`src/verilog/busPkg.sv`:
```
package busPkg;

	localparam int AdrWidth = 8;
	localparam int DataWidth = 32;

	// Host side of a Wishbone classic cycle
	typedef struct packed
	{
		logic cyc;
		logic stb;
		logic we;
		logic [AdrWidth-1:0] adr; // Byte address
		logic [DataWidth-1:0] dat;
		logic [DataWidth/8-1:0] sel;
	} wbReqT;

	typedef struct packed
	{
		logic ack;
		logic [DataWidth-1:0] dat;
	} wbRspT;

	// Register map in byte addresses
	localparam logic [AdrWidth-1:0] ActBase = 8'h00;
	localparam logic [AdrWidth-1:0] WeightBase = 8'h40;
	localparam logic [AdrWidth-1:0] BiasAdr = 8'h80;
	localparam logic [AdrWidth-1:0] CtrlAdr = 8'h84; // Bit 0 starts a computation
	localparam logic [AdrWidth-1:0] StatusAdr = 8'h88; // Bit 0 is done
	localparam logic [AdrWidth-1:0] ResultAdr = 8'h8C;

endpackage

```
`src/verilog/floatPkg.sv`:
```
package floatPkg;

	localparam int ExpWidth = 8;
	localparam int ManWidth = 23;

	// IEEE single precision word split into its fields
	typedef struct packed
	{
		logic sign;
		logic [ExpWidth-1:0] exp;
		logic [ManWidth-1:0] man;
	} float32T;

	localparam int ExpBias = 127;

	localparam float32T FloatZero = '{sign: 1'b0, exp: '0, man: '0}; // Positive zero

endpackage
```
`src/verilog/nodeRegs.sv`:
```
module nodeRegs import busPkg::*, floatPkg::*;
#(
	parameter int NumInputs = 15
)
(
	input logic clk,
	input logic rstN,
	input wbReqT wbReq,
	output wbRspT wbRsp,
	output float32T [NumInputs-1:0] acts,
	output float32T [NumInputs-1:0] weights,
	output float32T bias,
	output logic start,
	input float32T result,
	input logic resultValid
);

	logic ackQ;
	logic ack;
	logic wrEn;
	logic [3:0] wordIdx;
	logic actHit;
	logic weightHit;
	logic done;
	float32T resultReg;
	logic [31:0] readData;

	function automatic logic [31:0] mergeBytes
	(
		input logic [31:0] old,
		input logic [31:0] data,
		input logic [3:0] sel
	);
		logic [31:0] merged;
		merged = old;
		for (int i = 0; i < 4; i++)
		begin
			if (sel[i])
				merged[8*i +: 8] = data[8*i +: 8];
		end
		return merged;
	endfunction

	assign wordIdx = wbReq.adr[5:2];
	assign actHit = (wbReq.adr[7:6] == ActBase[7:6]) && (wordIdx < NumInputs);
	assign weightHit = (wbReq.adr[7:6] == WeightBase[7:6]) && (wordIdx < NumInputs);

	always_ff @(posedge clk or negedge rstN)
	begin
		if (!rstN)
			ackQ <= 1'b0;
		else
			ackQ <= wbReq.cyc && wbReq.stb && !ackQ; // One cycle per access
	end

	assign ack = ackQ && wbReq.cyc && wbReq.stb; // Drops at once if the host withdraws stb
	assign wrEn = ack && wbReq.we;
	assign start = wrEn && (wbReq.adr == CtrlAdr) && wbReq.sel[0] && wbReq.dat[0];

	always_ff @(posedge clk or negedge rstN)
	begin
		if (!rstN)
		begin
			acts <= '0;
			weights <= '0;
			bias <= FloatZero;
		end
		else if (wrEn)
		begin
			if (actHit)
				acts[wordIdx] <= mergeBytes(acts[wordIdx], wbReq.dat, wbReq.sel);
			else if (weightHit)
				weights[wordIdx] <= mergeBytes(weights[wordIdx], wbReq.dat, wbReq.sel);
			else if (wbReq.adr == BiasAdr)
				bias <= mergeBytes(bias, wbReq.dat, wbReq.sel);
		end
	end

	always_ff @(posedge clk or negedge rstN)
	begin
		if (!rstN)
		begin
			done <= 1'b0;
			resultReg <= FloatZero;
		end
		else
		begin
			// A start in the same cycle as an older result keeps done low
			if (start)
				done <= 1'b0;
			else if (resultValid)
				done <= 1'b1;
			if (resultValid)
				resultReg <= result;
		end
	end

	// Read data follows the registers during the ack cycle
	always_comb
	begin
		readData = '0;
		if (actHit)
			readData = acts[wordIdx];
		else if (weightHit)
			readData = weights[wordIdx];
		else
		begin
			case (wbReq.adr)
				BiasAdr: readData = bias;
				StatusAdr: readData = {31'd0, done};
				ResultAdr: readData = resultReg;
				default: readData = '0; // Control and unmapped words
			endcase
		end
	end

	assign wbRsp = '{ack: ack, dat: readData};

endmodule

```
`config.mk`:
```
export PLATFORM = sky130hd
export DESIGN_NAME = nodeRegs
export DESIGN_NICKNAME = d
export VERILOG_FILES = /design/src/verilog/busPkg.sv /design/src/verilog/floatPkg.sv /design/src/verilog/nodeRegs.sv
export SDC_FILE = /design/constraint.sdc
export NUM_CORES = 2
export LEC_CHECK = 0
export BUFFER_PORTS_ARGS = -buffer_cell sky130_fd_sc_hd__buf_2
export CAP_MARGIN = 20
export CORE_AREA = 2 2 429 431
export DETAILED_ROUTE_END_ITERATION = 16
export DIE_AREA = 0 0 431 433
export HOLD_SLACK_MARGIN = 0.15
export SYNTH_ARGS = -nofsm -noshare
export SYNTH_HDL_FRONTEND = slang
export SYNTH_SLANG_ARGS = --single-unit
```
`constraint.sdc`:
```
create_clock -name clk -period 4 [get_ports clk]
set_input_delay 0.4 -clock clk [delete_from_list [all_inputs] [get_ports clk]]
set_output_delay 0.4 -clock clk [all_outputs]
set_load 0.05 [all_outputs]
```
==> flow_summary_export.csv <==
group,metric,value,unit
cells_and_area,stdcell_count,7887,
floorplan,die_h,433,um
run_status,status,"finished, final reports clean",
sta,relSlewSlack,0.231,
power,power_density,402,nW/um2
grt,grt_usage,0.282,
cells_and_area,drive_gt1_frac,0.391,
grt,grt_overflow,0,
sta,tightest_slew,1.15,ns
yosys,yosys-top-cells-area,"dfrtp_1 54%, mux2_2 8.9%, mux2i_1 5.6%",
power,ir_drop,0.000441,V
worst_setup_path,r2r_slack,1.13,ns
cells_and_area,fillers,18345,
sta,period_minus_slack,3.94,ns
detailed_routing,wl_met3,24100,um
worst_setup_path,arrival,3.54,ns
place,placed_cells,7587,
yosys,synth_seq_area_share,0.542,
detailed_routing,drt_iter0_drc,4653,
clock_tree,path_clk_slew,0.06,ns
clock_tree,clock-sinks,1026,
clock_tree,numCtsBuffers,116,
floorplan,io_pins,1108,
detailed_routing,wl_met1,105000,um
yosys,synth_top_area_cell,"dfrtp_1",
yosys,syn_inst,4185,
yosys,synth_cell_types,76,
grt,antenna_found_initial,14,
clock_tree,post_cts_buffers,0,
power,p_leak,0.0313,uW
detailed_routing,drt_wl_total,272000,um
sta,rsz0062_at_grt,"no",
yosys,ys.flop_type,"dfrtp_1",
detailed_routing,met2_length,127000,um
sta,hold_viol_final,0,
clock_tree,htreeDepth,3,
sta,finalCritPeriodShare,0.984,
worst_setup_path,cp.required,3.60,ns
place,dp_hpwl,211000,um
floorplan,initial_utilization,0.260,
run,max-cap-violations,0,
yosys,synth_area_per_cell,11.3,um2
worst_setup_path,r2r-end,"weights[333]",
worst_setup_path,path_max_fanout,35,
yosys,ys_seq_elements,1026,
detailed_routing,num_vias,42604,
worst_setup_path,cp-end-kind,"output port",
detailed_routing,wire_per_inst,34.5,um
detailed_routing,drt_pass1_iterations,6,
yosys,syn-cell-area,47300,um2
place,port_buffers,1107,
min_path,worstHoldPathType,"in2async",
yosys,synth_nets,4267,
grt,first_global_vias,40708,
clock_tree,clock_latency,0.80,ns
floorplan,die-area,187000,um2
detailed_routing,via_per_inst,5.40,
clock_tree,root_buffer,"clkbuf_16",
worst_setup_path,r2r_cells,7,
sta,slew_viol_final,0,
yosys,synthArstFlopShare,1.00,
cells_and_area,fin_util,0.339,
clock_tree,clk_path_buf_depth,3,
cells_and_area,nets,5469,
sta,finalClockSkew,0.0364,ns
worst_setup_path,critPathLaunchType,"input port",
sta,max_freq,254,MHz
sta,setup_violations,0,
clock_tree,cts_tree,"yes",
worst_setup_path,r2r_start,"ackQ",
yosys,yosys.area.top_type_share,0.542,
grt,grt_pass1_wl,363000,um
yosys,synth_edf_count,0,
detailed_routing,drc,0,
cells_and_area,area_growth,30.4,%
floorplan,core_area,182000,um2
grt,grt_max_degree,115,
detailed_routing,postRouteAntennaNets,0,
worst_setup_path,worstSetupPathType,"in2out",
yosys,yosysWarnings,0,
place,place_congestion,0.958,
floorplan,num_rows,157,
floorplan,die_w,431,um
detailed_routing,highest_layer,"met4",
## flip-flops by register name (all words and copies together) (netlist names)
signal	flops
ackQ	1
acts	480
bias	32
done	1
resultReg	32
weights	480
## layout by cell type (no fill, tap or decap), drive strengths merged, types with 19 or more instances in the layout
master	instances
o22ai	45
and3	21
buf	1385
dlygate4sd3	66
inv	31
nor2	293
nand2	521
mux4	102
a22o	36
mux2	374
nor3	21
o221ai	19
clkinv	31
dfrtp	1026
o21ai	483
a221oi	38
a211oi	19
nand3	25
mux2i	267
a22oi	28
a2bb2oi	27
a21oi	284
a31oi	24
clkbuf	170
## how the worst max path moves through the flow
stage | from | slack (ns) | end
floorplan | wbReq[38] | 0.29 | wbRsp[7]
global placement | wbReq[38] | -0.43 | wbRsp[26]
detailed placement | wbReq[38] | 0.14 | wbRsp[19]
CTS | weights[99] | 0.08 | wbRsp[3]
global route | wbReq[40] | 0.07 | wbRsp[17]
finish | wbReq[40] | 0.06 | wbRsp[17]
## metal layers
layer / up-vias / track usage
met5: - / 0
met1: 21992 / 0.351
met3: 554 / 0.0681
met4: 0 / 0.140
met2: 2553 / 0.457
li1: 17505 / -
## cell usage after synthesis, types with 12 or more instances
cell       number
dfrtp_1      1026
nand3_1        25
a21oi_1       277
nor3_1         17
nand2b_1       12
a211oi_1       17
inv_1          23
o221ai_1       19
a22o_1         36
nor2_1        289
a2bb2oi_1      27
nand2_1       517
nand3b_1       17
a221oi_1       20
buf_6          18
buf_4          34
nand4_1        15
o21ai_0       475
mux4_2         92
o22ai_1        45
a221o_1        15
buf_2         110
a31oi_1        24
clkbuf_1      183
and3_1         21
mux2_2        374
mux2i_1       266
a22oi_1        28
a221oi_2       18
## cell type report
cell class	count	area (um2)	share of cell area
clock buffers	170	3380	0.0547
clock inverters	49	639	0.0104
multi-input cells	2766	19900	0.322
diodes	14	35.0	0.000568
inverters	26	97.6	0.00158
well taps	2385	2980	0.0484
flip-flops and latches	1026	25700	0.416
repair buffers	1451	9000	0.146
## report_power, final
group,switching [uW],internal [uW]
logic,2020,731
clock network,4800,6580
registers,143,10500
## cell families after synthesis
kind of cell,after synthesis,share of synthesized area
AO/OA/AOI/OAI,1073,0.137
flip-flops,1026,0.542
AND/OR/NAND/NOR,950,0.0833
multiplexers,743,0.195
buffers and inverters,393,0.0422
## worst max-delay path, stage by stage
cell	delay, ns
buf_8	0.19
buf_4	0.28
or3b_2	0.68
o22ai_1	0.34
nor3_1	0.13
a21oi_1	0.48
a2bb2oi_1	0.60
buf_4	0.23
buf_12	0.13
## repair_timing
| action | in CTS | in global routing |
|---|---|---|
| hold buffers | 66 | 0 |
| endpoints found under the hold margin | 139 | 0 |
| resized for setup | 0 | 0 |
## per-stage QoR
step,setup TNS (ns),cell area (um2),power [uW],setup WS [ns],hold WS [ns]
after floorplan,0,47300,12200,0.288,0.104
after global placement,-0.715,57000,13500,-0.428,0.440
after detailed placement,0,57000,13500,0.140,0.462
after CTS,0,61700,25000,0.0806,0.187
after global routing,0,61700,25500,0.0658,0.201
final,0,61700,24800,0.0623,0.228
(Power assumes the default switching activity.)
